$ cat src/npc_regfile.sv
`timescale 1ns/1ps
`default_nettype none

module npc_regfile (
  input  logic        clk,
  input  logic        rst,
  input  logic [4:0]  rs1,
  input  logic [4:0]  rs2,
  input  logic [4:0]  rd,
  input  logic        wen,
  input  logic [31:0] wdata,
  output logic [31:0] src1,
  output logic [31:0] src2
);

  logic [31:0] regs [32];

  always_ff @(posedge clk) begin
    if (rst) begin
      for (int i = 0; i < 32; i++) begin
        regs[i] <= '0;
      end
    end else if (wen && rd != 5'd0) begin
      regs[rd] <= wdata;
    end
  end

  assign src1 = (rs1 == 5'd0) ? '0 : regs[rs1];  // x0 reads zero
  assign src2 = (rs2 == 5'd0) ? '0 : regs[rs2];

endmodule

`default_nettype wire

$ cat config.mk
export PLATFORM = sky130hd
export DESIGN_NAME = npc_regfile
export DESIGN_NICKNAME = d
export VERILOG_FILES = /design/src/npc_regfile.sv
export SDC_FILE = /design/constraint.sdc
export NUM_CORES = 2
export LEC_CHECK = 0
export ABC_AREA = 1
export ABC_CLOCK_PERIOD_IN_PS = 2900
export BUFFER_PORTS_ARGS = -buffer_cell sky130_fd_sc_hd__clkbuf_2
export CORE_MARGIN = 5
export CORE_UTILIZATION = 30
export DETAILED_ROUTE_END_ITERATION = 6
export PLACE_DENSITY = 0.47
export SLEW_MARGIN = 30
export SYNTH_ARGS = -nofsm -noshare
export SYNTH_HDL_FRONTEND = slang
export SYNTH_SLANG_ARGS = --single-unit
$ cat constraint.sdc
create_clock -name clk -period 2.9 [get_ports clk]
set_clock_uncertainty 0.2 [all_clocks]
set_input_delay 0.29 -clock clk [delete_from_list [all_inputs] [get_ports clk]]
set_output_delay 0.29 -clock clk [all_outputs]
set_load 0.01 [all_outputs]
======== Yosys cells after proc, flatten, opt, wreduce, memory -nomap -nowiden ========
Memory sizes are Yosys's and may differ from the RTL's.
Cells that the tools add are included.
Widths: inputs -> output; s select.
word-level totals
  register bits ........................... 0
  memory bits (writable) .................. 1024
  output and inout bits ................... 64
  word-level logic and storage cells ...... 16
  memories ................................ 1
operators by class
  multiplexer cells ....................... 10
  reductions and logical operators ........ 5
memory list
  memory  depth  bits a word  read ports  clocked after Yosys merged registers in  wr ports  line  RTL
  regs    32     32           2           0                                        32        16    logic [31:0] regs [32];
operator list
  kind               count
  $mux 32            3
  $reduce_or 32->1   1
  $logic_not 5->1    2
  $mux 1             6
  $mux 5             1
  $reduce_bool 5->1  1
  $logic_and 1x1->1  1

======== Logic depth before layout (Yosys ltp) ========
  depth after elaboration ................. 7
  depth in mapped cells ................... 13
  depth with buffers taken out ............ 10

======== Worst setup path before layout ========
OpenSTA, ideal clock, no wires.
  path type ............................... in2reg
  start ................................... input port rd[3]
  end ..................................... memory regs[10][0] (enable)
  library setup time ...................... 0.389 ns
  data arrival time ....................... 1.918 ns
  required time ........................... 2.311 ns
  slack ................................... 0.392 ns
  cell stages on the path ................. 11
  path buffers ............................ 1
  path through ............................ inv_1 nand3_1 inv_1 nand2_1 nand3_1 inv_1 nand3_1 inv_1 nand2_1 buf_2 nand2_1
RTL lines
  element          line  RTL
  start, declared  9     input logic [4:0] rd,
  end, declared    16

==> reports/results.txt <==
Outcome - finished, violations left
Failing checks - DRC
Initial drt markers - 6,653
Area of the core - 188,000 sq um
Yosys reg bits - 1,024
Rows - 159
Fin Setup TNS - 0 ps
Routability Congestion - 0.887
Hold depth - 5
Ys Warns - 0
Sink Count - 1,024
Critical path arrival - 2360 ps
CTS buffer count - 115
Top reg by flops - regs
Worst rel slew slack - 45.8%
Post-synthesis sequential area ratio - 54.4%
Crit start category - flop
Final WL - 253,000 um
RSZ-0062 raised after global routing - false
Min Clock Period, post-route - 2850 ps
Largest registers - regs: 1024 flops
Clock Tree Root - clkbuf_16
Crit-path leading delay family - simple AND/OR/NAND/NOR gates
Largest net degree at the start of global routing - 76
Commonest non-fill, non-tap cell in the layout - nand2_1
Number of vias per cell - 5.38
Mapped Avg Cell Area - 7.79 sq um
Grt total ovfl - 0
Crit-path max FO - 2
Max reg flops - 1,024
Clock buffer depth - 3
Tot Pwr - 38,100 uW
Hpwl dp - 153,000 um
Share of layout cells above drive strength 1 - 10.3%
Largest stage delay on the critical path - 340 ps
Nets - 7,335
Worst Setup End Kind - output port
Final setup fails - 0
Total placed cells including tap cells - 9,630
Max frequency - 0.351 GHz
Hold_sp - rd[4]
Chip width - 444 um
Most frequent cells in the layout - nand2_1, nor2_1, edfxtp_1, nand3_1, o21ai_0
Post-Layout Cell Count - 9,878
Fillers - 19,200
Max-cap violations - 0
CP Buf/Inv Count - 1
CP cell instances - nor2_1 > nor2_1 > o21ai_0 > nand3_1 > nand3_1 > nand2_1 > nand2_1 > nor2_2 > clkbuf_2
Final hold vios - 0
Die height - 444 um
Residual DRC - 4
Final period util - 98.4%
WS Path Type - reg -> out
First-pass GRT wire length - 361,000 um
Die ar. - 197,000 sq um
# H-tree levels - 3
Worst Hold Class - in -> reg
Dpl cell area - 62,100 sq um
Final Cell Area - 66,400 sq um
Final Slew Violations - 0
Vias in the first global route - 50,000
P_leak - 0.0272 uW
WL/cell - 25.6 um
PwrDens - 574 nW/um^2
Mapped cell area - 56,500 sq um
CTS tree - built
Clock-pin slew on the worst setup and hold paths - 70 ps
Drt first pass iters - 7
Initial antenna violation count - 5
ANT nets after route - 0
Layout area overhead - 17.4%
Via count - 53,200
Port bufs - 113
Initial core utilization - 30.1%
Max rail drop VDD - 0.493 mV
Hold endpoint - regs[10][16]
Cell count after synthesis - 7,252
Library cells used by synthesis - 19
Worst slew pin tran - 807 ps
Top-Level Pins - 114
Tot GR Track Use - 24.8%
Required time of the worst setup path - 2410 ps
Slowest-stage cell, CP - edfxtp_1
-- worst max path at each step --
stage | cells past startpoint | start | slack, ps | endpoint
after global routing | 10 | regs[12][15] | 6 | src1[15]
final | 9 | regs[12][17] | 50 | src2[17]
after global placement | 14 | rs1[0] | 100 | src1[11]
after floorplan | 11 | rd[3] | 390 | regs[10][0]
after detailed placement | 12 | rs1[0] | 80 | src1[15]
after CTS | 10 | regs[13][16] | 8 | src1[16]
-- cells by family after synthesis --
group,after synthesis,synth area share [%]
other,1,0.00663
DFF,1024,54.4
buffers and inverters,783,5.86
AOI/OAI and AO/OA,582,5.25
and+or+nand+nor,4862,34.5
-- metrics by stage --
step / utilization, % / worst slack (ps) / hold WS (ps)
after floorplan: - / 392 / 329
after global placement: 33.1 / 103 / 698
after detailed placement: 33.1 / 81.5 / 708
after CTS: 35.3 / 8.00 / 6.64
after global routing: 35.4 / 6.05 / 65.3
final: 35.4 / 47.3 / 76.2
-- routing by layer --
layer  vias to the layer above  global-route usage (%)  share of wire [%]
met1                     25900                    33.3                 41
met3                       527                    3.47                8.5
li1                      23800                       -                  -
met4                         0                    11.0                4.5
met5                         -                       0                  0
met2                      2899                    40.0                 46
-- report_power, final --
part | leakage [uW] | switching [uW] | internal, uW | total, uW
clock network | 0.00183 | 6580 | 8350 | 14900
registers | 0.00975 | 442 | 17100 | 17500
logic | 0.0157 | 3990 | 1630 | 5620
-- synth_stat cells --
library cell,n,area [sq um]
nand2_1,2082,7820
nor2_1,1787,6710
edfxtp_1,1024,30700
nand3_1,984,4920
o21ai_0,396,1980
clkbuf_1,299,1120
buf_2,264,1320
inv_1,151,567
a21oi_1,123,616
buf_1,56,210
o21ai_1,41,205
o211ai_1,22,165
nor3_1,8,40.0
buf_4,5,37.5
buf_6,3,33.8
clkinv_1,3,11.3
inv_2,2,7.51
conb_1,1,3.75
nand4_1,1,6.26
-- what timing repair did --
item,CTS,global route
pin swaps,0,1
endpoints found under the hold margin,1002,0
endpoints found under the setup margin,15,24
resized for setup,16,34
cloned,0,0
hold buffers,33,0
buffers inserted,0,0
-- area by class of cell --
| class | count | area, sq um | area share (%) |
|---|---|---|---|
| diodes | 4 | 10.0 | 0.0151 |
| multi-input cells | 5476 | 22900 | 34.5 |
| clock inverters | 77 | 796 | 1.20 |
| inverters | 156 | 623 | 0.939 |
| clock buffers | 134 | 2950 | 4.44 |
| well taps | 2495 | 3120 | 4.70 |
| repair buffers | 512 | 5230 | 7.87 |
| flip-flops and latches | 1024 | 30700 | 46.3 |
Note: power is estimated with default switching activity, not from simulation.
