===== src/npc_pkg.sv =====
`default_nettype none

package npc_pkg;

  localparam logic [31:0] reset_pc = 32'h8000_0000;
  localparam int imem_words = 64;
  localparam int dmem_words = 64;

  // ********************
  // encodings
  // ********************

  typedef enum logic [6:0] {
    op_lui    = 7'b0110111,
    op_auipc  = 7'b0010111,
    op_jal    = 7'b1101111,
    op_jalr   = 7'b1100111,
    op_branch = 7'b1100011,
    op_load   = 7'b0000011,
    op_store  = 7'b0100011,
    op_imm    = 7'b0010011,
    op_reg    = 7'b0110011,
    op_system = 7'b1110011
  } opcode_e;

  typedef enum logic [3:0] {
    alu_add, alu_sub, alu_sll, alu_slt, alu_sltu, alu_xor,
    alu_srl, alu_sra, alu_or, alu_and, alu_pass_b
  } alu_op_e;

  // nine modes, so this one needs a fourth bit
  typedef enum logic [3:0] {
    br_seq, br_jal, br_jalr, br_beq, br_bne, br_blt, br_bge, br_bltu, br_bgeu
  } br_op_e;

  typedef enum logic [1:0] {
    wb_alu, wb_snpc, wb_mem
  } wb_sel_e;

  // ********************
  // bundles
  // ********************

  typedef struct packed {
    alu_op_e alu_op;
    logic    alu_b_imm;
    logic    alu_a_pc;  // auipc takes the pc as operand a
    br_op_e  br_op;
    wb_sel_e wb_sel;
    logic    reg_wen;
    logic    mem_ren;
    logic    mem_wen;
    logic    halt;
  } ctrl_t;

  typedef struct packed {
    logic        cyc;
    logic        stb;
    logic        we;
    logic [31:0] adr;
    logic [31:0] dat;
  } wb_m2s_t;

  typedef struct packed {
    logic        ack;
    logic [31:0] dat;
  } wb_s2m_t;

  typedef struct packed {
    logic        valid;
    logic [31:0] pc;
    logic [4:0]  rd;
    logic        reg_wen;
    logic [31:0] wdata;
  } retire_t;

endpackage

`default_nettype wire

===== src/npc_alu.sv =====
`timescale 1ns/1ps
`default_nettype none

module npc_alu (
  input  npc_pkg::alu_op_e op,
  input  logic [31:0]      a,
  input  logic [31:0]      b,
  output logic [31:0]      result
);
  import npc_pkg::*;

  logic [4:0] shamt;

  assign shamt = b[4:0];

  always_comb begin
    case (op)
      alu_add:    result = a + b;
      alu_sub:    result = a - b;
      alu_sll:    result = a << shamt;
      alu_slt:    result = {31'b0, $signed(a) < $signed(b)};
      alu_sltu:   result = {31'b0, a < b};
      alu_xor:    result = a ^ b;
      alu_srl:    result = a >> shamt;
      alu_sra:    result = $unsigned($signed(a) >>> shamt);  // sign fill
      alu_or:     result = a | b;
      alu_and:    result = a & b;
      alu_pass_b: result = b;  // lui
      default:    result = a + b;
    endcase
  end

endmodule

`default_nettype wire


===== config.mk =====
export PLATFORM = sky130hd
export DESIGN_NAME = npc_alu
export DESIGN_NICKNAME = d
export VERILOG_FILES = /design/src/npc_pkg.sv /design/src/npc_alu.sv
export SDC_FILE = /design/constraint.sdc
export NUM_CORES = 1
export LEC_CHECK = 0
export ABC_CLOCK_PERIOD_IN_PS = 3580
export BUFFER_PORTS_ARGS = -buffer_cell sky130_fd_sc_hd__buf_2
export CORE_ASPECT_RATIO = 1.4
export CORE_MARGIN = 2
export CORE_UTILIZATION = 40
export DETAILED_ROUTE_END_ITERATION = 7
export SLEW_MARGIN = 20
export SYNTH_ARGS = -nofsm -noshare
export SYNTH_HDL_FRONTEND = slang
export SYNTH_SLANG_ARGS = --single-unit

===== constraint.sdc =====
create_clock -name vclk -period 3.58
set_clock_uncertainty 0.1 [all_clocks]
set_input_delay 0.358 -clock vclk [all_inputs]
set_output_delay 0.358 -clock vclk [all_outputs]
set_load 0.005 [all_outputs]

Word level (Yosys, flattened, before mapping):

Cells that the tools add are included.

* order comparisons: 2
* multiplexer cells: 1
* $add $sub $neg: 2
* shift operators: 3
* bitwise logic cells: 3
* equal/unequal tests: 10

Operators by type and width (number)
* case mux 32 bit (10 select lines): 1
* < comparator 32 bit: 2
* adder 32 bit: 1
* bitwise AND 32 bit: 1
* OR 32 bit: 1
* left shift 32 x 5 -> 32 bit: 1
* right shift 32 x 5 -> 32 bit: 1
* >>> shifter 32 x 5 -> 32 bit: 1
* subtractor 32 bit: 1
* bitwise XOR 32 bit: 1
* equality test 4 x 3 -> 1 bit (second input constant): 4
* equality test 4 bit (second input constant): 3
* equality test 4 x 2 -> 1 bit (second input constant): 2
* equality test 4 x 1 -> 1 bit (second input constant): 1

* logic and storage cells: 21
* output and inout port bits: 32
* bits in registers: 0
* input bits: 68

Depth between registers and ports, before layout:

* depth after elaboration: 2
* depth in mapped cells: 14
* gate-level depth less buffers: 12

Least setup slack after synthesis:

OpenSTA, ideal clock, no wires.

* kind: input to output
* start point: input b[3]
* end point: output result[26]
* setup slack: -0.370 ns
* required time: 3.122 ns
* buffers on the path: 3
* cell stages on the path: 14
* arrival: 3.492 ns
* cells stage by stage: clkbuf_1 clkinv_1 clkbuf_1 clkbuf_1 ha_1 or3_1 nor2_1 nor3_2 o311ai_4 a31o_4 a21boi_2 o41a_1 xnor2_1 o2111ai_1

* cells in the longest elaborated chain, start to end: 2
* elaborated cells on any way between the ends: 6
* classes of those cells: add/sub: 2; shift: 3; mux: 1

Ends and longest elaborated chain
* start: declaration: RTL line npc_alu.sv:7 `input logic [31:0] b,`
* adder 32 bit (tied with other cells): RTL line npc_alu.sv:18, npc_alu.sv:29
* case mux 32 bit (10 select lines) (*): RTL line npc_alu.sv:17 `case (op)`
* end: declaration: RTL line npc_alu.sv:8 `output logic [31:0] result`

Mark *: on every way between the ends. The rest lies on a longest branch, timed or not.

Worst setup path in the final report:

* start point: input b[3]
* end point: output result[29]

The elaborated chain is that of the path after synthesis.

==> results.md <==
- Fillcell total: 2257
- Synth unique cells: 93
- Ant. Diodes: 0
- FF+latch count: 0
- Final worst path period share: 99.1%
- Min-delay worst type: input port to output pin
- Drt wl/cell: between 20 and 25 microns
- Share of layout cells above drive strength 1: 28.5%
- Maxcap violations: 0
- Mapped Cells: 1348
- Mapped Nets: 1515
- Final WL: approximately 44000 microns
- Critical path peak fanout: 4
- Sequential Area: 0 sq um
- Max_slew headroom: 45.8%
- Core area: 21900 sq um
- Final net count: 1727
- Average size of a mapped cell: 6.61 sq um
- Leakage: 5.19 nW
- Initial DRC count: 1278
- Vias per cell: about 6.4
- CP max stage cell: or4_4
- Yosys Warn Count: 0
- Top area cells in the synthesized netlist: ha_1 14%, a21oi_1 7.6%, nor2_1 7.0%
- Max IR drop VDD: 0.0000661 V
- Via Count: 11881
- Crit path capture type: output pin
- Hold_buf cts: 0
- Req. time, crit path: 3.12 ns
- I/O pins: 100
- Top-area cell type share of the netlist area: 13.6%
- Tightest Pin Transition: 0.807 ns
- DRC: 0
- Setup CP Type: input port to output pin
- Synth Cell Area: 8910 sq um
- Final hold violation count: 0
- Clkbuf count: 0
- Area Overhead vs Synth: 28.4%
- Hpwl dp: 35000 microns
- Gr ovfl total: 0
- Vias in the first global route: about 11000
- Gpl congestion: 1.05
- Number of port buffers: 100
- Initial antenna violation count: 1
- Pin count of the biggest net entering global routing: 63
- Sequential-to-total area share from yosys stat: 0%
- Final setup fails: 0
- WP buf/inv: 4
- Initial Util: 40.7%
- Area leader, netlist: ha_1
- # rows: 64
- Worst setup SP type: input port
- Worst-path cell chain: buf_4, inv_4, ha_4, o211a_1, a21oi_4, a2111o_2, buf_6, a31oi_4, a41oi_2, or4_4, nand3_2, xnor2_1, o21ai_1, buf_2
- Die area: 23500 sq um
- Tot GR Track Use: 35.9%
- Final Max Slew Viols: 0
- Fin crit period: around 3.5 ns
- First-pass GRT wire length: 65400 microns
- Pwr dens: 172 nW/um^2
- Chip width: 130 microns
- Post-DRT Antenna Nets: 0
- Drt pass-1 iters: 5
- Max Clk Rate: 282 MHz
- Status: finished clean
- WP data arrival: 3.09 ns
- Max incr delay on CP: 0.57 ns
- Die height: 181 microns
- Hold Slack: between 0.9 and 1 ns
- Setup Total Neg Slack: 0 ns
- Top delay family on crit path: compound AO/OA/AOI/OAI gates
-- what timing repair did --
item / 4_1_cts / 5_1_grt
endpoints found under the hold margin: 0 / 0
buffers inserted: 1 / 6
gates cloned: 0 / 1
gates resized for setup: 4 / 74
pin swaps: 2 / 22
endpoints found under the setup margin: 4 / 17
-- metal layers --
layer	wire length (microns)	vias to the layer above	track usage, %
met1	17600	5712	46.6
met3	3250	124	4.10
met4	2440	2	15.1
met2	20600	599	59.5
met5	13	-	0
li1	-	5444	-
-- area by class of cell --
class	instances	area, sq um	area share (%)
inverter	98	373	3.26
timing repair buffer	318	2290	20.0
tap	297	372	3.25
multi-input combinational	1142	8400	73.5
-- synth_stat cells (all sizes together), types with 7 or more instances --
master	number
o2111ai	8
clkbuf	74
mux2i	57
a21o	19
o31ai	10
a211o	12
nor2	166
nand4	9
buf	34
a221o	14
nor3	36
a211oi	30
nand2	104
a221oi	14
or3	9
o221ai	9
o21a	11
nor2b	10
mux2	24
inv	96
o211ai	14
o22ai	15
a31oi	15
o21ai	113
o21bai	14
a21oi	138
mux4	23
a22oi	24
nand2b	15
a22o	7
nand3	26
xnor2	8
ha	97
-- worst paths after layout --
path,startpoint,to,cells past startpoint
setup / recovery,b[3],result[29],14
hold / removal,b[12],result[12],4
-- cell usage in the layout, fill, tap and decap left out, types with 14 or more instances in the layout --
cell / Yosys / routed
o21ai_0: 102 / 95
o21ai_1: 10 / 15
a22oi_1: 24 / 23
mux2i_1: 57 / 54
nor2_1: 166 / 163
nand2b_1: 15 / 15
o22ai_1: 15 / 15
inv_1: 94 / 86
ha_1: 97 / 84
a21oi_1: 136 / 132
a211oi_1: 30 / 29
nor3_1: 35 / 33
buf_2: 19 / 96
nand2_1: 104 / 104
mux4_2: 23 / 23
o211ai_1: 14 / 14
buf_4: 2 / 206
nand3_1: 26 / 25
a21o_1: 19 / 19
a221o_1: 14 / 14
o21bai_1: 14 / 14
mux2_2: 21 / 21
-- cell families after synthesis --
family          synth area share, %
compound gates                 39.9
simple gates                   20.6
buf+inv                        9.20
mux                            15.3
fa+ha+maj                      14.1
xor+xnor                      0.885
-- where the power goes --
group / switching, W / leakage (nW) / internal [W]
registers: 0 / 0 / 0
clock network: 0 / 0 / 0
logic: 0.00114 / 5.19 / 0.000832
-- per-stage QoR --
step	utilization, %	total power [W]	area, sq um	worst slack [ns]	instances
CTS	50.6	0.00185	11100	0.0132	1848
global route	52.3	0.00210	11400	-0.0173	1855
finish	52.3	0.00197	11400	0.0315	1855
global placement	50.5	0.00183	11000	-0.0838	1847
floorplan	-	0.00105	8940	-0.00746	1348
detailed placement	50.5	0.00183	11000	-0.0792	1847
Note: power is estimated with default switching activity, not from simulation.
