==> src/npc_pkg.sv <==
`default_nettype none

package npc_pkg;

  localparam logic [31:0] reset_pc = 32'h8000_0000;
  localparam int imem_words = 64;
  localparam int dmem_words = 64;

  // ********************
  // encodings
  // ********************

  typedef enum logic [6:0] {
    op_lui    = 7'b0110111,
    op_auipc  = 7'b0010111,
    op_jal    = 7'b1101111,
    op_jalr   = 7'b1100111,
    op_branch = 7'b1100011,
    op_load   = 7'b0000011,
    op_store  = 7'b0100011,
    op_imm    = 7'b0010011,
    op_reg    = 7'b0110011,
    op_system = 7'b1110011
  } opcode_e;

  typedef enum logic [3:0] {
    alu_add, alu_sub, alu_sll, alu_slt, alu_sltu, alu_xor,
    alu_srl, alu_sra, alu_or, alu_and, alu_pass_b
  } alu_op_e;

  // nine modes, so this one needs a fourth bit
  typedef enum logic [3:0] {
    br_seq, br_jal, br_jalr, br_beq, br_bne, br_blt, br_bge, br_bltu, br_bgeu
  } br_op_e;

  typedef enum logic [1:0] {
    wb_alu, wb_snpc, wb_mem
  } wb_sel_e;

  // ********************
  // bundles
  // ********************

  typedef struct packed {
    alu_op_e alu_op;
    logic    alu_b_imm;
    logic    alu_a_pc;  // auipc takes the pc as operand a
    br_op_e  br_op;
    wb_sel_e wb_sel;
    logic    reg_wen;
    logic    mem_ren;
    logic    mem_wen;
    logic    halt;
  } ctrl_t;

  typedef struct packed {
    logic        cyc;
    logic        stb;
    logic        we;
    logic [31:0] adr;
    logic [31:0] dat;
  } wb_m2s_t;

  typedef struct packed {
    logic        ack;
    logic [31:0] dat;
  } wb_s2m_t;

  typedef struct packed {
    logic        valid;
    logic [31:0] pc;
    logic [4:0]  rd;
    logic        reg_wen;
    logic [31:0] wdata;
  } retire_t;

endpackage

`default_nettype wire
==> src/npc_dmem.sv <==
`timescale 1ns/1ps
`default_nettype none

module npc_dmem (
  input  logic             clk,
  input  logic             rst,
  input  npc_pkg::wb_m2s_t wb_i,
  output npc_pkg::wb_s2m_t wb_o
);
  import npc_pkg::*;

  logic [31:0] ram [dmem_words];
  logic [$clog2(dmem_words)-1:0] idx;
  logic        access;

  assign idx    = wb_i.adr[$clog2(dmem_words)+1:2];  // word address
  assign access = wb_i.cyc & wb_i.stb & ~wb_o.ack;

  // ack lasts one cycle, the master drops stb right after it
  always_ff @(posedge clk) begin
    if (rst) begin
      wb_o.ack <= 1'b0;
    end else begin
      wb_o.ack <= access;
    end
  end

  always_ff @(posedge clk) begin
    if (access) begin
      if (wb_i.we) begin
        ram[idx] <= wb_i.dat;
      end
      wb_o.dat <= ram[idx];
    end
  end

endmodule

`default_nettype wire

==> config.mk <==
export PLATFORM = sky130hd
export DESIGN_NAME = npc_dmem
export DESIGN_NICKNAME = d
export VERILOG_FILES = /design/src/npc_pkg.sv /design/src/npc_dmem.sv
export SDC_FILE = /design/constraint.sdc
export NUM_CORES = 2
export LEC_CHECK = 0
export ABC_AREA = 1
export BUFFER_PORTS_ARGS = -buffer_cell sky130_fd_sc_hd__clkbuf_2
export CAP_MARGIN = 20
export CELL_PAD_IN_SITES_DETAIL_PLACEMENT = 1
export CELL_PAD_IN_SITES_GLOBAL_PLACEMENT = 1
export CORE_UTILIZATION = 40
export CTS_BUF_LIST = sky130_fd_sc_hd__clkbuf_2
export DETAILED_ROUTE_END_ITERATION = 12
export PLACE_DENSITY_LB_ADDON = 0.2
export SKIP_CTS_REPAIR_TIMING = 1
export SLEW_MARGIN = 20
export SYNTH_ARGS = -nofsm -noshare
export SYNTH_HDL_FRONTEND = slang
export SYNTH_SLANG_ARGS = --single-unit
==> constraint.sdc <==
create_clock -name clk -period 11.4 [get_ports clk]
set_clock_uncertainty 0.2 [all_clocks]
set_input_delay 2.28 -clock clk [delete_from_list [all_inputs] [get_ports clk]]
set_output_delay 2.28 -clock clk [all_outputs]
set_load 0.005 [all_outputs]
Word-level counts from Yosys, hierarchy flattened
Memory sizes are Yosys's and may differ from the RTL's. A register that Yosys moved wholly into a read port is not among the register bits.
Cells that the tools add are included.
{ "op_classes": {"muxes": 3, "bitwise_logic": 3} }
{ "op_table": {"columns": ["cell", "count"], "rows": [
  ["$mux W1", 3],
  ["$and A1 B1 Y1", 2],
  ["$not A1 Y1", 1]
]} }
{ "word_totals": {"register_bits": 1, "ram_bits": 2048, "input_bits": 69, "out_inout_bits": 33, "word_cells": 8, "n_memories": 1} }
{ "memory_table": {"columns": ["memory", "words", "width", "rd", "rd_ports_with_merged_regs", "write_ports", "line", "rtl"], "rows": [
  ["ram", 64, 32, 1, 1, 1, "npc_dmem.sv:12", "logic [31:0] ram [dmem_words];"]
]} }

Depth between registers and ports, before layout
{ "depth": {"word_depth": 4, "depth_mapped": 15, "depth_no_buf": 11} }

Least setup slack after synthesis
OpenSTA, ideal clock, no wires.
{ "synth_path": {"path_kind": "input -> register", "startpoint": "input wb_i[65] (netlist name)", "endpoint": "memory ram[14][0], enable pin", "setup_ns": 0.421, "t_arrival_ns": 6.727, "t_required_ns": 10.779, "slack_ns": 4.051, "path_stages": 6, "n_path_buf": 1, "cell_sequence": "inv_1 -> nor3_1 -> and2_1 -> clkbuf_2 -> nand4_1 -> nor2_1"} }
{ "synth_via": {"elab_chain_len": 4} }
{ "synth_lines": {"columns": ["item", "line", "rtl"], "rows": [
  ["start: declaration", "npc_dmem.sv:7", "input npc_pkg::wb_m2s_t wb_i,"],
  ["$and A1 B1 Y1 (2 in series)", "npc_dmem.sv:17", "assign access = wb_i.cyc & wb_i.stb & ~wb_o.ack;"],
  ["net access", "npc_dmem.sv:14", "logic access;"],
  ["$mux W1", "npc_dmem.sv:29", "if (access) begin"],
  ["$mux W1 (implied by the code)", "npc_dmem.sv:31", "ram[idx] <= wb_i.dat;"],
  ["end: declaration", "npc_dmem.sv:12", null]
]} }
The timed path passes the listed nets, and every way through them passes these cells.

==> metrics.md <==
| Metric | Value |
|---|---|
| Outcome | finished clean |
| R2R depth | 6 |
| Critical Path, Cell by Cell | buf_8, buf_4, buf_4, buf_4, buf_4, nand2_1, nand2_1, nand2_1, nand2_1, nand2_1, nand2_1, nand2_1, nand2_1, nor2_1, nand2_1 |
| Worst Tran Pin Value | 1251 ps |
| Top Metal Used | met5 |
| Rows | 170 |
| Layout cells sized above 1 | 13.12% |
| Worst hold path type | reg -> reg |
| Routed wire length | 265.4 mm |
| Yosys warning count | 0 |
| Met2 WL | 126.8 mm |
| Setup violators final | 0 |
| Max-Cap Viols | 0 |
| CTS tree | yes |
| Distinct cell type count after synthesis | 25 |
| Yosys reg bits | 2081 |
| Worst R2R Start | wb_o[32] |
| Flop2flop setup slack | 7260 ps |
| Inst Count DP | 11.09k |
| Number of synthesized flops with an enable pin | 2080 |
| Multi-input gate area | 22840 µm² |
| Hold Path Sink | wb_o[32] |
| H-tree depth | 6 |
| Worst reg2reg path endpoint | ram[32][24] |
| Io pins | 102 |
| Kind of end point of the critical path | flip-flop |
| Synth Area per Inst | 10.32 µm² |
| Buf/Inv on CP | 5 |
| Synth top area cells | edfxtp_1 72%, nand2_1 25%, buf_2 1.6% |
| Number of port buffers | 75 |
| Endpoints failing hold | 0 |
| CP startpoint kind | primary input |
| Met1 Wirelength | 118.4 mm |
| Drt drc | 0 |
| Synth-to-layout area growth | 9.686% |
| Number of fill cells in the layout | 24.29k |
| Highest Clock Rate | 197.1 MHz |
| Synth Net Count | 8509 |
| Initial antenna violation count | 10 |
| Critical Path Start | wb_i[34] |
| Async set-reset flop share out of synthesis | 0% |
| Hold wc startpoint | wb_o[32] |
| Via count | 60.80k |
| Die Wd | 468.5 µm |
| Max Slew Vio Count | 0 |
| CTS sink cnt | 2081 |
| WL per Instance | 22.04 µm |
| FF+latch area | 62480 µm² |
| CP max stage delay | 780 ps |
| CP top delay family | buffers and inverters |
| Number of global-route vias before repair | 63.91k |
| P per Cell Area | 152.3 nW/µm² |
| First-iteration detailed-routing DRC count | 4385 |
| Fin cells | 12.04k |
| Cell taking the most area after synthesis | edfxtp_1 |
| Rel. slew slack | 16.57% |
| Mapped Cells | 8440 |
| Setup CP Type | in -> reg |
| Initial core utilization | 40.41% |
| Max clock buf depth | 4 |
| Cell mode on critical path | nand2_1 |
| Die height | 468.5 µm |
| Count leader, synth | nand2_1 |
| Post-DP HPWL | 136.1 mm |
| IR drop worst, VDD | 0.1112 mV |
| Root Buffer Master | clkbuf_2 |
| GP Congestion | 0.7693 |
| Core footprint | 215500 µm² |
| RSZ-0062 raised after global routing | no |
| Total grt overflow | 0 |
| CP Data Arrival Time | 6460 ps |
| Met3 WL | 13.73 mm |
| Hold path cells | 1 |
| Total power | 14.55 mW |
| TritonRoute pass-1 iters | 5 |
| GRT Util Overall | 24.20% |
| Die area | 219500 µm² |
| Clk slew on worst S/H paths | 90 ps |
| First-pass GRT wire length | 393.9 mm |
| Clk_lat worst skew | 1850 ps |
| Vias per cell | 5.049 |
| Mapped Area | 87060 µm² |
| Critical path data required time | 12780 ps |
| Largest net degree at the start of global routing | 200 |
| Routed Antenna Nets | 0 |
| Max Fanout on Critical Path | 71 |
| Minimum clock period | 5073 ps |
| Synth top area share | 71.74% |
| Layout Nets | 8896 |
| Sequential fraction of the synthesis area | 71.76% |
| Most used flip-flop cell after synthesis | edfxtp_1 |
| Leak | 40.73 nW |
| Critical path's slowest cell | buf_4 |
| Fin crit share | 44.50% |
| CTS buffer count | 578 |
| Setup_tns | 0 ps |
| Top cells by count, synth | 5720 x nand2_1, 2080 x edfxtp_1, 274 x buf_2, 140 x nor2_1, 95 x clkbuf_1 |
## cell families (layout without fill, tap and decap cells)
logic type             after synthesis  in the layout  synth area share [%]
and+or+nand+nor                   5896           5896                 25.58
DFF                               2081           2081                 71.76
other                                0             11                     0
AOI/OAI and AO/OA                   12             12               0.08335
buffers and inverters              451           1203                 2.572
## layer usage
layer	GRT usage [%]	vias to the layer above
met5	0	-
met4	7.635	6
met3	3.955	402
met2	40.48	1513
met1	32.19	30520
li1	-	28350
## through the flow
stage                     hold slack, ps  worst slack [ps]  instance area (µm²)  util [%]
after floorplan                    245.5              4051                87060         -
after global placement             250.3              4528                90700     42.09
final                              277.4              6327                95500     44.32
after global routing               201.1              6233                95490     44.32
after detailed placement           268.8              4497                90700     42.09
after CTS                          152.3              6158                95470     44.31
## worst max path at each step
stage	cells past startpoint	to	slack, ps
global placement	15	wb_o[29]	4530
detailed placement	15	wb_o[29]	4500
CTS	1	wb_o[31]	6160
floorplan	6	ram[14][0]	4050
finish	15	wb_o[28]	6330
global route	1	wb_o[31]	6230
## flip-flops by register name, summed over array words and instances (netlist names)
| register | flops |
|---|---|
| wb_o | 33 |
| ram | 2048 |
## power breakdown
| group | leakage (nW) | switching (mW) | total [mW] | internal, mW |
|---|---|---|---|---|
| clock | 3.82 | 3.11 | 5.19 | 2.08 |
| sequential | 18.7 | 0.00689 | 8.43 | 8.43 |
| combinational | 18.2 | 0.717 | 0.920 | 0.204 |
## layout by cell type, fill, tap and decap left out
cell type   count
edfxtp_1     2080
o21ai_0         1
diode_2        11
and2_1          1
nor4_1          1
inv_4           2
inv_1          16
nor2_4         64
buf_8           3
dfxtp_1         1
buf_12         10
clkinv_2        6
clkbuf_2      932
bufinv_16       5
inv_16          1
inv_8           2
nand3_1        17
buf_4         143
o211ai_1        5
nor3_2          1
nand4_1         2
clkinv_4        1
or2_1           2
nor2_1         76
nor3_4          8
clkinv_1       58
clkinvlp_4      2
nand2_1      5720
o21ai_1         6
or2_2           4
inv_2          22
## worst register-to-register path, stage by stage, from the launching register on
cell and delay (ps):
dfxtp_1 340, nor3_2 170, buf_4 340, and2_1 380, nand3_1 820, nor2_4 950
buf_4 530
## cell type report
type,count,area share [%]
Antenna cell,11,0.02882
Timing Repair Buffer,228,1.758
Tap cell,2838,3.718
Clock buffer,860,4.507
Multi-Input combinational cell,5908,23.91
Inverter,30,0.1559
Sequential cell,2081,65.43
Clock inverter,85,0.4926
Power figures use the tool's default switching activity.
