===== config.mk =====
export PLATFORM = sky130hd
export DESIGN_NAME = npc_next_pc
export DESIGN_NICKNAME = d
export VERILOG_FILES = /design/src/npc_pkg.sv /design/src/npc_next_pc.sv
export SDC_FILE = /design/constraint.sdc
export NUM_CORES = 1
export LEC_CHECK = 0
export ABC_AREA = 1
export BUFFER_PORTS_ARGS = -buffer_cell sky130_fd_sc_hd__clkbuf_2
export CAP_MARGIN = 20
export CORE_ASPECT_RATIO = 0.7
export CORE_MARGIN = 2
export CORE_UTILIZATION = 40
export DETAILED_ROUTE_END_ITERATION = 8
export PLACE_DENSITY_LB_ADDON = 0.25
export SLEW_MARGIN = 20
export SYNTH_ARGS = -nofsm -noshare
export SYNTH_HDL_FRONTEND = slang
export SYNTH_SLANG_ARGS = --single-unit
export TNS_END_PERCENT = 5

===== constraint.sdc =====
create_clock -name vclk -period 2.5
set_input_delay 0.375 -clock vclk [all_inputs]
set_output_delay 0.375 -clock vclk [all_outputs]
set_load 0.02 [all_outputs]

===== src/npc_pkg.sv =====
`default_nettype none

package npc_pkg;

  localparam logic [31:0] reset_pc = 32'h8000_0000;
  localparam int imem_words = 64;
  localparam int dmem_words = 64;

  // ********************
  // encodings
  // ********************

  typedef enum logic [6:0] {
    op_lui    = 7'b0110111,
    op_auipc  = 7'b0010111,
    op_jal    = 7'b1101111,
    op_jalr   = 7'b1100111,
    op_branch = 7'b1100011,
    op_load   = 7'b0000011,
    op_store  = 7'b0100011,
    op_imm    = 7'b0010011,
    op_reg    = 7'b0110011,
    op_system = 7'b1110011
  } opcode_e;

  typedef enum logic [3:0] {
    alu_add, alu_sub, alu_sll, alu_slt, alu_sltu, alu_xor,
    alu_srl, alu_sra, alu_or, alu_and, alu_pass_b
  } alu_op_e;

  // nine modes, so this one needs a fourth bit
  typedef enum logic [3:0] {
    br_seq, br_jal, br_jalr, br_beq, br_bne, br_blt, br_bge, br_bltu, br_bgeu
  } br_op_e;

  typedef enum logic [1:0] {
    wb_alu, wb_snpc, wb_mem
  } wb_sel_e;

  // ********************
  // bundles
  // ********************

  typedef struct packed {
    alu_op_e alu_op;
    logic    alu_b_imm;
    logic    alu_a_pc;  // auipc takes the pc as operand a
    br_op_e  br_op;
    wb_sel_e wb_sel;
    logic    reg_wen;
    logic    mem_ren;
    logic    mem_wen;
    logic    halt;
  } ctrl_t;

  typedef struct packed {
    logic        cyc;
    logic        stb;
    logic        we;
    logic [31:0] adr;
    logic [31:0] dat;
  } wb_m2s_t;

  typedef struct packed {
    logic        ack;
    logic [31:0] dat;
  } wb_s2m_t;

  typedef struct packed {
    logic        valid;
    logic [31:0] pc;
    logic [4:0]  rd;
    logic        reg_wen;
    logic [31:0] wdata;
  } retire_t;

endpackage

`default_nettype wire

===== src/npc_next_pc.sv =====
`timescale 1ns/1ps
`default_nettype none

module npc_next_pc (
  input  logic [31:0]     pc,
  input  logic [31:0]     imm,
  input  logic [31:0]     src1,
  input  logic [31:0]     src2,
  input  logic [31:0]     alu_result,
  input  npc_pkg::br_op_e br_op,
  output logic [31:0]     snpc,
  output logic [31:0]     npc
);
  import npc_pkg::*;

  logic [31:0] dnpc;
  logic        taken;

  assign snpc = pc + 32'd4;
  assign dnpc = pc + imm;

  always_comb begin
    case (br_op)
      br_beq:  taken = (src1 == src2);
      br_bne:  taken = (src1 != src2);
      br_blt:  taken = $signed(src1) < $signed(src2);
      br_bge:  taken = $signed(src1) >= $signed(src2);
      br_bltu: taken = src1 < src2;
      br_bgeu: taken = src1 >= src2;
      default: taken = 1'b0;
    endcase
  end

  always_comb begin
    case (br_op)
      br_seq:  npc = snpc;
      br_jal:  npc = dnpc;
      br_jalr: npc = {alu_result[31:1], 1'b0};
      default: npc = taken ? dnpc : snpc;  // conditional branches
    endcase
  end

endmodule

`default_nettype wire


# After elaboration in Yosys (flattened, before gate mapping)
# Cells that the tools add are included.
[totals]
register_bits = 0
latch_bits = 0
ram_bits = 0
romBits = 0
in_bits = 164
mem_count = 0
[classes]
add_sub_neg = 2
multipliers = 0
n_div = 0
magnitude_cmp = 4
eq_ne = 10
shift = 0
n_mux = 3
bitwise_logic = 0
reduce_logical = 1
[op_table]
columns = ["operator", "n"]
rows = [
  ["case mux 32 bit (3 select lines)", 1],
  [">= comparator 32 bit", 2],
  ["< comparator 32 bit", 2],
  ["adder 32 x 3 -> 32 bit (second input constant)", 1],
  ["adder 32 bit", 1],
  ["equality test 32 bit", 1],
  ["2-to-1 mux 32 bit", 1],
  ["!= test 32 bit", 1],
  ["equality test 4 x 3 -> 1 bit (second input constant)", 4],
  ["equality test 4 x 2 -> 1 bit (second input constant)", 2],
  ["case mux 1 bit (6 select lines)", 1],
  ["equality test 4 x 1 -> 1 bit (second input constant)", 1],
  ["equality test 4 bit (second input constant)", 1],
  ["logical NOT 4 bit", 1],
]

# Logic depth before layout (Yosys ltp)
[logic_depth]
depth_word = 4
mapped_depth = 21
mapped_depth_nobuf = 21

# Worst setup path after synthesis
# Ideal clock, no wire load.
[synth_timing]
kind = "input port to output port"
from = "input pc[0]"
to = "output npc[22]"
arrival_time_ns = 2.162
path_slack_ns = -0.037
stages = 11
n_path_buf = 0
path_cell_list = "ha_1 -> fa_1 -> nand3_1 -> nand2_1 -> a21oi_1 -> o21ai_0 -> a21oi_1 -> xor2_1 -> o21ai_0 -> inv_1 -> nand2_1"
[synth_between]
elab_chain_cells = 3
word_cells_on_any_way = 4
cone_classes = "2 x add/sub; 2 x mux"
[synth_rtl]
columns = ["item", "line_no", "text"]
rows = [
  ["start: declaration", "npc_next_pc.sv:5", "input logic [31:0] pc,"],
  ["adder 32 x 3 -> 32 bit or adder 32 bit (tied branches)", "npc_next_pc.sv:19, npc_next_pc.sv:20", ""],
  ["2-to-1 mux 32 bit", "npc_next_pc.sv:39", "default: npc = taken ? dnpc : snpc;"],
  ["case mux 32 bit (3 select lines) (*)", "npc_next_pc.sv:35", "case (br_op)"],
  ["end: declaration", "npc_next_pc.sv:12", "output logic [31:0] npc"],
]
# Mark *: on every way between the ends. The rest lies on a longest branch, timed or not.

# Final worst setup path
[layout_timing]
from = "input src2[12]"
to = "output npc[10]"
[layout_between]
elab_chain_cells = 4
word_cells_on_any_way = 9
cone_classes = "4 x order compare; 2 x eq/ne; 3 x mux"
[layout_rtl]
columns = ["item", "line_no", "text"]
rows = [
  ["start: declaration", "npc_next_pc.sv:8", "input logic [31:0] src2,"],
  [">= comparator 32 bit (tied with other cells)", "npc_next_pc.sv:29", "br_bgeu: taken = src1 >= src2;"],
  ["case mux 1 bit (6 select lines) (*)", "npc_next_pc.sv:23", "case (br_op)"],
  ["2-to-1 mux 32 bit (*)", "npc_next_pc.sv:39", ""],
  ["case mux 32 bit (3 select lines) (*)", "npc_next_pc.sv:35", ""],
]
# Marked as above.

==> results.sh <==
export IMPL_drt_initial_drc_count=757
export IMPL_vias_per_cell=5.33
export IMPL_nNetsFinal=1594
export IMPL_dp_hpwl_um=19300
export IMPL_use_met3=0.0525
export IMPL_crit_slowest_cell="ha_1"
export IMPL_fp_dieW_um=139
export IMPL_post_route_drc_count=0
export IMPL_yosysUniqueCellTypes=44
export IMPL_synth_area_um2=5100
export IMPL_fmax_mhz=343
export IMPL_synth_warnings=0
export IMPL_run_status="finished, violations left"
export IMPL_core_um2=12400
export IMPL_rows=34
export IMPL_routedWlPerCell_um=16.1
export IMPL_path_delay_family="simple AND/OR/NAND/NOR gates"
export IMPL_grt_busiest_layer="met1"
export IMPL_ir_drop_uv=141
export IMPL_grt_pass1_vias=6947
export IMPL_ioPinCount=228
export IMPL_die_area_um2=13700
export IMPL_dp_slack_ps=-535
export IMPL_drt_first_pass_iters=6
export IMPL_min_period_over_period=1.16
export IMPL_syn_avg_cell_area_um2=5.29
export IMPL_worst_pin_slew_ps=447
export IMPL_cts_hold_buf=0
export IMPL_grt_setup_unrepaired="yes"
export IMPL_antennaDiodeCount=0
export IMPL_place_port_buffers=227
export IMPL_grt_util_met1=0.468
export IMPL_report_final_slew_viol_count=0
export IMPL_antenna_found_initial=1
export IMPL_ant_nets=0
export IMPL_seq_cell_count=0
export IMPL_crit_type="primary input to output pin"
export IMPL_regArea_um2=0
export IMPL_syn_nets=1193
export IMPL_period_needed_ps=2910
export IMPL_final_setup_viol_count=36
export IMPL_grt_usage=0.309
export IMPL_power_leakage_uw=0.00491
export IMPL_area_growth_pct=67.8
export IMPL_arrival_ps=2540
export IMPL_relSlewSlack=0.700
export IMPL_hold_violations=0
export IMPL_drive_gt1_frac=0.400
export IMPL_clock_buffers=0
export IMPL_fillers=1121
export IMPL_slowest_delay_ps=290
export IMPL_powerDensity_nw_per_um2=247
export IMPL_met2_usage=0.467
export IMPL_die_h_um=98.5
export IMPL_routed_wl_um=24500
export IMPL_grt_pass1_wl_um=34900
export IMPL_fin_hold_ws_ps=1080
export IMPL_crit_required_ps=2120
export IMPL_cp_start_kind="primary input"
export IMPL_path_cells="clkbuf_2 -> inv_1 -> ha_1 -> nand2_2 -> nor2_4 -> nand4_1 -> inv_2 -> buf_6 -> nand3_2 -> o21ai_2 -> nand3_2 -> nor2_4 -> buf_4 -> buf_12 -> nand3_1 -> nand3_1 -> nand2_1 -> clkbuf_8"
export IMPL_grt_overflow=0
export IMPL_grt_max_degree=21
export IMPL_endpoint_kind="output pin"
export IMPL_hold_class="primary input to output pin"
export IMPL_setup_ws_ps=-412
export IMPL_critical_path_buf_inv_count=7
export IMPL_synth_cells=964
export IMPL_violations="negative setup slack"
export IMPL_globalplace_congestion=1.04
export IMPL_vias=8131
export IMPL_start_util=0.411
export IMPL_ys_seq_area_frac=0
export IMPL_cp_max_fo=8
export IMPL_maxCapViolations=0
-- routing by layer --
metal  wire (um)  part of all wire  vias to the layer above
li1            -                 -                     3928
met1       10700              0.43                     3621
met2       10200              0.42                      527
met3        3100              0.13                       55
met4         514             0.021                        0
met5           0                 0                        -
-- cells by family (layout without fill, tap and decap cells) --
logic type	count (synthesis)	after routing	synth area share
xor gates and xnor gates	40	40	0.0686
AOI/OAI and AO/OA	137	137	0.165
buffers and inverters	204	603	0.159
and+or+nand+nor	518	518	0.446
adders and majority gates	65	65	0.161
-- stage by stage --
| stage | std cells | setup TNS (ps) | power [uW] | utilization | cell area (um2) |
|---|---|---|---|---|---|
| floorplan | 964 | -17.1 | 939 | - | 5100 |
| finish | 1525 | -12500 | 2110 | 0.689 | 8560 |
| global placement | 1512 | -13180 | 1770 | 0.620 | 7700 |
| detailed placement | 1512 | -13540 | 1790 | 0.620 | 7700 |
| global route | 1525 | -16320 | 2260 | 0.689 | 8560 |
| CTS | 1515 | -12060 | 1860 | 0.633 | 7870 |
-- timing repair --
item                                    in CTS  in global routing
buffers inserted                             1                  8
pin swaps                                    6                 31
cloned                                       2                  3
gates resized for setup                     34                143
endpoints found under the setup margin      37                 44
-- synthesized netlist by cell type (8+ instances only) --
master	count	area, um2
nand2_1	272	1020
nand3_1	99	495
nand4_1	20	125
a21o_1	8	60.1
nor2_1	77	289
inv_1	179	672
a21oi_1	47	235
o21ai_0	32	160
xor2_1	30	263
clkbuf_1	8	30.0
ha_1	64	801
nor3_1	22	110
o21bai_1	9	67.6
xnor2_1	10	87.6
-- power breakdown --
| part | switching (uW) | internal, uW | leakage, uW | total (uW) |
|---|---|---|---|---|
| Sequential | 0 | 0 | 0 | 0 |
| Clock | 0 | 0 | 0 | 0 |
| Combinational | 1160 | 949 | 0.00491 | 2110 |
-- path summary, 6_finish.rpt --
kind	start	to	slack, ps	cells past startpoint
worst max-delay path	src2[12]	npc[10]	-410	18
worst min-delay path	alu_result[9]	npc[9]	1080	4
-- worst min-delay path: stages --
cell,delay (ps)
clkbuf_2,80
a221oi_1,60
nand2_1,60
buf_4,130
-- layout by cell type (no fill, tap or decap), types with 4 or more instances in the layout --
master and n:
nand2_1 251, clkbuf_2 200, buf_4 194, inv_1 168, nand3_1 86, nor2_1 70
ha_1 45, a21oi_1 39, o21ai_0 26, xor2_1 24, nand4_1 20, ha_4 18
nor3_1 17, nand2_2 17, nand3_2 14, inv_2 13, a21oi_2 9, xnor2_1 8
a21o_1 8, o21bai_1 8, buf_6 8, nand3b_1 7, nor3_2 7, nor2_2 7
o211ai_1 7, buf_2 7, a22oi_1 6, xor2_2 6, o21ai_2 5, o21ai_1 5
a221oi_1 5, or2_2 5, nor3_4 4, nand2_4 4, clkbuf_8 4
-- final cells by class --
class | count | area, um2 | share of cell area
repair buffers | 421 | 2810 | 0.329
well taps | 162 | 203 | 0.0237
inverters | 182 | 683 | 0.0798
multi-input cells | 760 | 4860 | 0.568
Power figures use the tool's default switching activity.
