File: src/npc_pkg.sv
`default_nettype none

package npc_pkg;

  localparam logic [31:0] reset_pc = 32'h8000_0000;
  localparam int imem_words = 64;
  localparam int dmem_words = 64;

  // ********************
  // encodings
  // ********************

  typedef enum logic [6:0] {
    op_lui    = 7'b0110111,
    op_auipc  = 7'b0010111,
    op_jal    = 7'b1101111,
    op_jalr   = 7'b1100111,
    op_branch = 7'b1100011,
    op_load   = 7'b0000011,
    op_store  = 7'b0100011,
    op_imm    = 7'b0010011,
    op_reg    = 7'b0110011,
    op_system = 7'b1110011
  } opcode_e;

  typedef enum logic [3:0] {
    alu_add, alu_sub, alu_sll, alu_slt, alu_sltu, alu_xor,
    alu_srl, alu_sra, alu_or, alu_and, alu_pass_b
  } alu_op_e;

  // nine modes, so this one needs a fourth bit
  typedef enum logic [3:0] {
    br_seq, br_jal, br_jalr, br_beq, br_bne, br_blt, br_bge, br_bltu, br_bgeu
  } br_op_e;

  typedef enum logic [1:0] {
    wb_alu, wb_snpc, wb_mem
  } wb_sel_e;

  // ********************
  // bundles
  // ********************

  typedef struct packed {
    alu_op_e alu_op;
    logic    alu_b_imm;
    logic    alu_a_pc;  // auipc takes the pc as operand a
    br_op_e  br_op;
    wb_sel_e wb_sel;
    logic    reg_wen;
    logic    mem_ren;
    logic    mem_wen;
    logic    halt;
  } ctrl_t;

  typedef struct packed {
    logic        cyc;
    logic        stb;
    logic        we;
    logic [31:0] adr;
    logic [31:0] dat;
  } wb_m2s_t;

  typedef struct packed {
    logic        ack;
    logic [31:0] dat;
  } wb_s2m_t;

  typedef struct packed {
    logic        valid;
    logic [31:0] pc;
    logic [4:0]  rd;
    logic        reg_wen;
    logic [31:0] wdata;
  } retire_t;

endpackage

`default_nettype wire
File: src/npc_decoder.sv
`timescale 1ns/1ps
`default_nettype none

module npc_decoder (
  input  logic [31:0]    inst,
  output npc_pkg::ctrl_t ctrl,
  output logic [31:0]    imm,
  output logic [4:0]     rs1,
  output logic [4:0]     rs2,
  output logic [4:0]     rd
);
  import npc_pkg::*;

  opcode_e     opcode;
  logic [2:0]  funct3;
  logic        funct7_5;
  logic [31:0] imm_i, imm_s, imm_b, imm_u, imm_j;

  function automatic alu_op_e alu_decode(input logic [2:0] f3, input logic alt);
    case (f3)
      3'b000:  return alt ? alu_sub : alu_add;
      3'b001:  return alu_sll;
      3'b010:  return alu_slt;
      3'b011:  return alu_sltu;
      3'b100:  return alu_xor;
      3'b101:  return alt ? alu_sra : alu_srl;
      3'b110:  return alu_or;
      default: return alu_and;
    endcase
  endfunction

  assign opcode   = opcode_e'(inst[6:0]);
  assign funct3   = inst[14:12];
  assign funct7_5 = inst[30];
  assign rs1      = inst[19:15];
  assign rs2      = inst[24:20];
  assign rd       = inst[11:7];

  assign imm_i = {{20{inst[31]}}, inst[31:20]};
  assign imm_s = {{20{inst[31]}}, inst[31:25], inst[11:7]};
  assign imm_b = {{19{inst[31]}}, inst[31], inst[7], inst[30:25], inst[11:8], 1'b0};
  assign imm_u = {inst[31:12], 12'b0};
  assign imm_j = {{11{inst[31]}}, inst[31], inst[19:12], inst[20], inst[30:21], 1'b0};

  always_comb begin
    ctrl        = '0;
    ctrl.alu_op = alu_add;
    ctrl.br_op  = br_seq;
    ctrl.wb_sel = wb_alu;
    imm         = imm_i;
    case (opcode)
      op_lui: begin
        imm = imm_u;
        ctrl.alu_op = alu_pass_b;
        ctrl.alu_b_imm = 1'b1;
        ctrl.reg_wen = 1'b1;
      end
      op_auipc: begin
        imm = imm_u;
        ctrl.alu_a_pc = 1'b1;
        ctrl.alu_b_imm = 1'b1;
        ctrl.reg_wen = 1'b1;
      end
      op_jal: begin
        imm = imm_j;
        ctrl.br_op = br_jal;
        ctrl.wb_sel = wb_snpc;  // link value
        ctrl.reg_wen = 1'b1;
      end
      op_jalr: begin
        ctrl.br_op = br_jalr;
        ctrl.alu_b_imm = 1'b1;  // the alu forms rs1 + imm
        ctrl.wb_sel = wb_snpc;
        ctrl.reg_wen = 1'b1;
      end
      op_branch: begin
        imm = imm_b;
        case (funct3)
          3'b000:  ctrl.br_op = br_beq;
          3'b001:  ctrl.br_op = br_bne;
          3'b100:  ctrl.br_op = br_blt;
          3'b101:  ctrl.br_op = br_bge;
          3'b110:  ctrl.br_op = br_bltu;
          3'b111:  ctrl.br_op = br_bgeu;
          default: ctrl.halt = 1'b1;
        endcase
      end
      op_load: begin
        ctrl.alu_b_imm = 1'b1;
        ctrl.wb_sel = wb_mem;
        ctrl.mem_ren = (funct3 == 3'b010);  // only lw
        ctrl.reg_wen = (funct3 == 3'b010);
        ctrl.halt = (funct3 != 3'b010);
      end
      op_store: begin
        imm = imm_s;
        ctrl.alu_b_imm = 1'b1;
        ctrl.mem_wen = (funct3 == 3'b010);
        ctrl.halt = (funct3 != 3'b010);
      end
      op_imm: begin
        // srai is the only immediate op where bit 30 selects the variant
        ctrl.alu_op = alu_decode(funct3, funct7_5 && (funct3 == 3'b101));
        ctrl.alu_b_imm = 1'b1;
        ctrl.reg_wen = 1'b1;
      end
      op_reg: begin
        ctrl.alu_op = alu_decode(funct3, funct7_5);
        ctrl.reg_wen = 1'b1;
      end
      op_system: ctrl.halt = 1'b1;  // ebreak, and ecall stops the core as well
      default:   ctrl.halt = 1'b1;  // unknown opcode shows up as a halt
    endcase
  end

endmodule

`default_nettype wire

File: config.mk
export PLATFORM = sky130hd
export DESIGN_NAME = npc_decoder
export DESIGN_NICKNAME = d
export VERILOG_FILES = /design/src/npc_pkg.sv /design/src/npc_decoder.sv
export SDC_FILE = /design/constraint.sdc
export NUM_CORES = 1
export LEC_CHECK = 0
export BUFFER_PORTS_ARGS = -buffer_cell sky130_fd_sc_hd__buf_4
export CAP_MARGIN = 15
export CORE_UTILIZATION = 33
export DETAILED_ROUTE_END_ITERATION = 12
export PLACE_DENSITY_LB_ADDON = 0.3
export SETUP_SLACK_MARGIN = 0.4
export SLEW_MARGIN = 5
export SYNTH_ARGS = -nofsm -noshare
export SYNTH_HDL_FRONTEND = slang
export SYNTH_SLANG_ARGS = --single-unit
File: constraint.sdc
create_clock -name vclk -period 1.3
set_clock_uncertainty 0.05 [all_clocks]
set_input_delay 0.065 -clock vclk [all_inputs]
set_output_delay 0.065 -clock vclk [all_outputs]
set_load 0.05 [all_outputs]
==> results.toml, run 1 <==
[run_status]
outcome = "aborted with a tool error"
failed_stage = "4_1_cts"
stop_error = "[ERROR DPL-0033] detailed placement checks failed during check placement."

[die]
die_y_um = 53.1
die_x_um = 53.1
floorplan.initialDensity = 0.348
ios = 95
row_count = 18

[synthesis]
yosys_warnings = 0
synth.distinct_cells = 37
syn_nets = 161
syn_area_sq_um = 862
seq_area_frac_synth = 0
avgSynthCellArea_sq_um = 6.68
synthCells = 129

[clock_tree]
cts_setup_buffers = 7
postCtsHoldBufs = 0
cts_resized = 82

[placed_design]
place_congestion = 0.797
dp_hpwl_um = 2950
io_buffers = 95
-- cell families after synthesis --
| group | count (synthesis) | share of synthesized area |
|---|---|---|
| muxes | 9 | 0.115 |
| buffers and inverters | 30 | 0.205 |
| and+or+nand+nor | 52 | 0.369 |
| AOI/OAI and AO/OA | 38 | 0.312 |
-- cell usage after synthesis --
cell type / n / area [sq um]
o31a_1: 1 / 8.76
nor2_4: 1 / 11.3
o21ai_0: 5 / 25.0
mux2_1: 1 / 11.3
or2_2: 1 / 6.26
inv_1: 4 / 15.0
nand2_1: 9 / 33.8
or4b_1: 1 / 10.0
nor4_1: 1 / 6.26
nand2b_1: 1 / 6.26
a21oi_4: 1 / 16.3
or4_1: 1 / 7.51
or3b_1: 1 / 8.76
a21oi_1: 7 / 35.0
a21o_1: 12 / 90.1
nor4_2: 1 / 12.5
and3b_1: 1 / 8.76
nand3_1: 4 / 20.0
mux2_2: 6 / 67.6
o32ai_1: 1 / 8.76
and3_1: 1 / 6.26
nor2b_1: 12 / 75.1
a211oi_1: 4 / 30.0
and4bb_2: 1 / 12.5
nor2_1: 8 / 30.0
buf_2: 3 / 15.0
nor3_1: 1 / 5.00
clkbuf_1: 7 / 26.3
nand4b_1: 2 / 17.5
o22ai_1: 2 / 12.5
a22o_1: 4 / 35.0
nor3b_1: 3 / 22.5
a22oi_1: 1 / 7.51
or3_1: 1 / 6.26
mux2i_1: 2 / 20.0
nand4bb_1: 1 / 11.3
buf_4: 16 / 120
-- stage by stage --
| step | cell area [sq um] | hold WS [ns] | instances | setup WS [ns] | TNS (ns) |
|---|---|---|---|---|---|
| after floorplan | 1260 | 0.237 | 129 | -0.528 | -6.13 |
| after global placement | 2020 | 0.344 | 254 | -0.253 | -7.62 |
| after detailed placement | 2020 | 0.347 | 254 | -0.259 | -8.09 |
==> run 2: changes to the inputs <==
CORE_AREA = 2 2 63 65   (was not set)
CORE_UTILIZATION = not set   (was 33)
DIE_AREA = 0 0 65 67   (was not set)
PLACE_DENSITY_LB_ADDON = 0.15   (was 0.3)
SETUP_SLACK_MARGIN = not set   (was 0.4)
clock period = 1.69 ns   (was 1.3 ns; I/O delays follow)
==> run 2 against run 1 <==
Compared with the run above:
- the flow now finishes without violations
- synthesized cell count stayed put
- area after synthesis unchanged
==> results.toml, run 2 <==
[timing]
holdWs_ns = 0.384
finalSetupViolations = 0
final.setup.tns_ns = 0
timing.fmax_mhz = 615
worst_slew_pin_slew_ns = 0.468
timing.slew.headroom = 0.688
layout_min_cycle_time_ns = 1.63
finalHoldViolCount = 0
maxSlewViolCount = 0
timing.final.ws_setup_ns = 0.0646
period_share = 0.962
rsz0062_at_grt = "no"

[worst_setup_path]
critical_path.endpoint_type = "output port"
path_cells = "buf_4 > or3b_1 > a21oi_4 > buf_12 > mux2_2 > buf_4"
crit_path_start_kind = "input port"
slowest_stage = "or3b_1"
crit_buf_inv = 3
crit_family = "buffers and inverters"
crit_fanout = 9
crit_start = "inst[3]"
cp.arrival_ns = 1.49
cp.required_ns = 1.56
crit_type = "input port to output port"
max_stage_delay_ns = 0.43
cp_common_cell = "buf_4"

[synthesis]
synth.most_common_cell = "buf_4"
syn_area_sq_um = 862
syn_nets = 161
yosys-top-cells-area = "buf_4 (14%), a21o_1 (10%), nor2b_1 (8.7%)"
seq_area_frac_synth = 0
synth.distinct_cells = 37
yosysTopAreaCellShare = 0.139
synthCells = 129
avgSynthCellArea_sq_um = 6.68
yosysTopAreaCell = "buf_4"
yosys_warnings = 0
synth_common_cells = "buf_4 (16), a21o_1 (12), nor2b_1 (12)"

[power]
power_density_nw_per_um2 = 353
irDropWorstVdd_mv = 0.126
total_power_uw = 574
leakagePower_nw = 0.808

[die]
fp.dieArea_sq_um = 4360
ios = 95
row_count = 22
die_x_um = 65
floorplan.initialDensity = 0.239
core_sq_um = 3610
die_y_um = 67

[finish]
clock_buffers = 0
final_common_cell = "buf_4"
areaGrowthSynthToFinish_pct = 88.2
final_util = 0.450
layout-drive-gt1-share = 0.612
fill_cells = 388
antennaDiodeCount = 0
design.seq.count = 0
regArea_sq_um = 0
layout_common_cells = "buf_4 (102), nor2b_1 (12), a21o_1 (12)"
multiInputGateArea_sq_um = 762
final_nets = 240
instances_no_fill = 254
post-route-cell-area_sq_um = 1620

[placed_design]
io_buffers = 95
place_congestion = 0.805
dp_hpwl_um = 2880
placed_cells = 253
place_ws_ns = -0.000794
place_area_sq_um = 1600

[route]
drc = 0
routedWlPerCell_um = 13.3
antenna_left = 0
via_per_inst = 4.73
routed_wl_um = 3380
drt_iter0_drc = 38
drt_pass1_iterations = 4
vias = 1201

[run_status]
outcome = "complete, no violations"

[grt]
track_usage = 0.134
grt_max_degree = 18
overflow = 0
grt_pass1_vias = 1056
antenna_found_initial = 0
grt_pass1_wl_um = 4840

[flow_run]
drv_cap = 0

[min_path]
worstHoldPathType = "input port to output port"
worstHoldStart = "inst[19]"

[clock_tree]
postCtsHoldBufs = 0
## run 2: cell counts after synthesis
Identical to the previous run, type by type.
## run 2: logic make-up after synthesis
kind of cell           Yosys count  synth area share
and+or+nand+nor                 52             0.369
muxes                            9             0.115
buffers and inverters           30             0.205
AOI/OAI and AO/OA               38             0.312
## run 2: repair_timing
action                                 CTS  global route
resized for setup                        0             2
buffers inserted                         1             0
endpoints found under the hold margin    0             0
pin swaps                                1             1
setup endpoints to repair                4            12
## run 2: worst paths after layout
kind | cells after the start | slack [ns] | endpoint
worst min-delay path | 2 | 0.38 | rs1[4]
worst max-delay path | 6 | 0.06 | imm[18]
## run 2: power by group
group / total, mW / switching (mW) / internal, mW
Clock: 0 / 0 / 0
Sequential: 0 / 0 / 0
Combinational: 0.574 / 0.377 / 0.197
Total: 0.574 / 0.377 / 0.197
## run 2: routing by layer
layer | wire [um] | vias to the layer above | track usage | share of wire
li1 | - | 604 | - | -
met1 | 1430 | 555 | 0.174 | 0.42
met2 | 1760 | 42 | 0.253 | 0.52
met3 | 192 | 0 | 0.0135 | 0.057
met4 | 0 | 0 | 0 | 0
met5 | 0 | - | 0 | 0
## run 2: layout make-up
cell class / instances / share of cell area
tap: 48 / 0.0370
inverter: 4 / 0.00925
multi-input combinational: 99 / 0.470
timing repair buffer: 103 / 0.484
(Power assumes the default switching activity.)
==> run 3: changes to the inputs <==
BUFFER_PORTS_ARGS = not set   (was -buffer_cell sky130_fd_sc_hd__buf_4)
DONT_BUFFER_PORTS = 1   (was not set)
clock period = 1.54 ns   (was 1.69 ns; I/O delays follow)
==> run 3 against run 2 <==
Compared with the run above:
- flip-flop and latch count did not move
- core utilization down 7.6 points
- non-clock buffer count down 60
- sequential share of layout area is the same
- worst hold slack worse by 0.28 ns
- critical path type unchanged
- critical endpoint is now imm[15]
==> results.toml, run 3 (synthesis gave the netlist of run 2 again) <==
[run_status]
outcome = "complete, no violations"

[min_path]
worstHoldPathType = "input port to output port"
min_path_cells = 0
holdPathEnd = "rs1[4]"
worstHoldStart = "inst[19]"

[worst_setup_path]
crit_path_start_kind = "input port"
max_stage_delay_ns = 0.46
cp.required_ns = 1.41
crit_type = "input port to output port"
critical_path.endpoint_type = "output port"
crit_fanout = 11
path_cells = "or3b_1 > a21oi_4 > buf_12 > mux2_2"
cp.arrival_ns = 1.30
slowest_stage = "mux2_2"

[route]
drc = 0
drt_pass1_iterations = 4
antenna_left = 0
routed_wl_um = 2890
drt_iter0_drc = 33
via_per_inst = 5.17
routedWlPerCell_um = 14.9
vias = 1003

[timing]
timing.fmax_mhz = 701
finalSetupViolations = 0
rsz0062_at_grt = "no"
finalHoldViolCount = 0
maxSlewViolCount = 0
holdWs_ns = 0.104
timing.final.ws_setup_ns = 0.114
timing.slew.headroom = 0.444
final.setup.tns_ns = 0
worst_slew_pin_slew_ns = 0.834
layout_min_cycle_time_ns = 1.43
period_share = 0.926

[finish]
clock_buffers = 0
post-route-cell-area_sq_um = 1350
areaGrowthSynthToFinish_pct = 56.6
design.seq.count = 0
final_nets = 180
instances_no_fill = 194
antennaDiodeCount = 0
layout-drive-gt1-share = 0.452
final_common_cell = "buf_4"
layout_common_cells = "buf_4 (28), buf_12 (15), nor2b_1 (12), a21o_1 (12), nand2_1 (9)"
regArea_sq_um = 0
final_util = 0.374

[placed_design]
placed_cells = 192
io_buffers = 0
dp_hpwl_um = 2470
place_ws_ns = 0.00641
place_congestion = 0.775
place_area_sq_um = 1310

[grt]
antenna_found_initial = 0
overflow = 0
track_usage = 0.121
grt_pass1_wl_um = 4260
grt_pass1_vias = 882
grt_max_degree = 18

[die]
die_y_um = 67
ios = 95
core_sq_um = 3610
floorplan.initialDensity = 0.239
fp.dieArea_sq_um = 4360
die_x_um = 65
row_count = 22

[power]
power_density_nw_per_um2 = 329
total_power_uw = 444
irDropWorstVdd_mv = 0.102
leakagePower_nw = 0.587

[clock_tree]
postCtsHoldBufs = 0
cts_resized = 0

[flow_run]
drv_cap = 0
-- run 3: cell count changes in the layout (fill, tap and decap cells not counted), sizes merged --
cell	delta
buf	-60
-- run 3: area by class of cell --
type | count | area (sq um)
Inverter | 4 | 15.0
Fill cell | 376 | 2260
Tap cell | 48 | 60.1
Timing Repair Buffer | 43 | 510
Multi-Input combinational cell | 99 | 764
-- run 3: worst max-delay path by stage --
stage | from | to | slack (ns) | depth (start not counted)
floorplan | inst[6] | ctrl[3] | -0.38 | 4
global placement | inst[3] | imm[12] | 0.05 | 3
detailed placement | inst[3] | imm[29] | 0.006 | 5
CTS | inst[3] | imm[15] | 0.01 | 3
global route | inst[1] | imm[29] | 0.002 | 4
finish | inst[3] | imm[15] | 0.11 | 4
-- run 3: where the power goes --
part	internal, mW	switching, mW
clock	0	0
sequential	0	0
combinational	0.170	0.274
total	0.170	0.274
-- run 3: per-layer routing --
layer / vias up / track usage / wire, um
li1: 485 / - / -
met1: 456 / 0.148 / 1120
met2: 62 / 0.224 / 1460
met3: 0 / 0.0304 / 309
met4: 0 / 0 / 0
met5: - / 0 / 0
-- run 3: critical path: cells and delay by family --
family	cells	cell delay [ns]
multiplexers	1	0.46
AND/OR/NAND/NOR	1	0.43
AO/OA/AOI/OAI	1	0.17
buffers and inverters	1	0.15
-- run 3: what timing repair did --
item,4_1_cts,5_1_grt
setup endpoints to repair,1,17
pin swaps,1,2
endpoints found under the hold margin,0,0
setup buffers,0,2
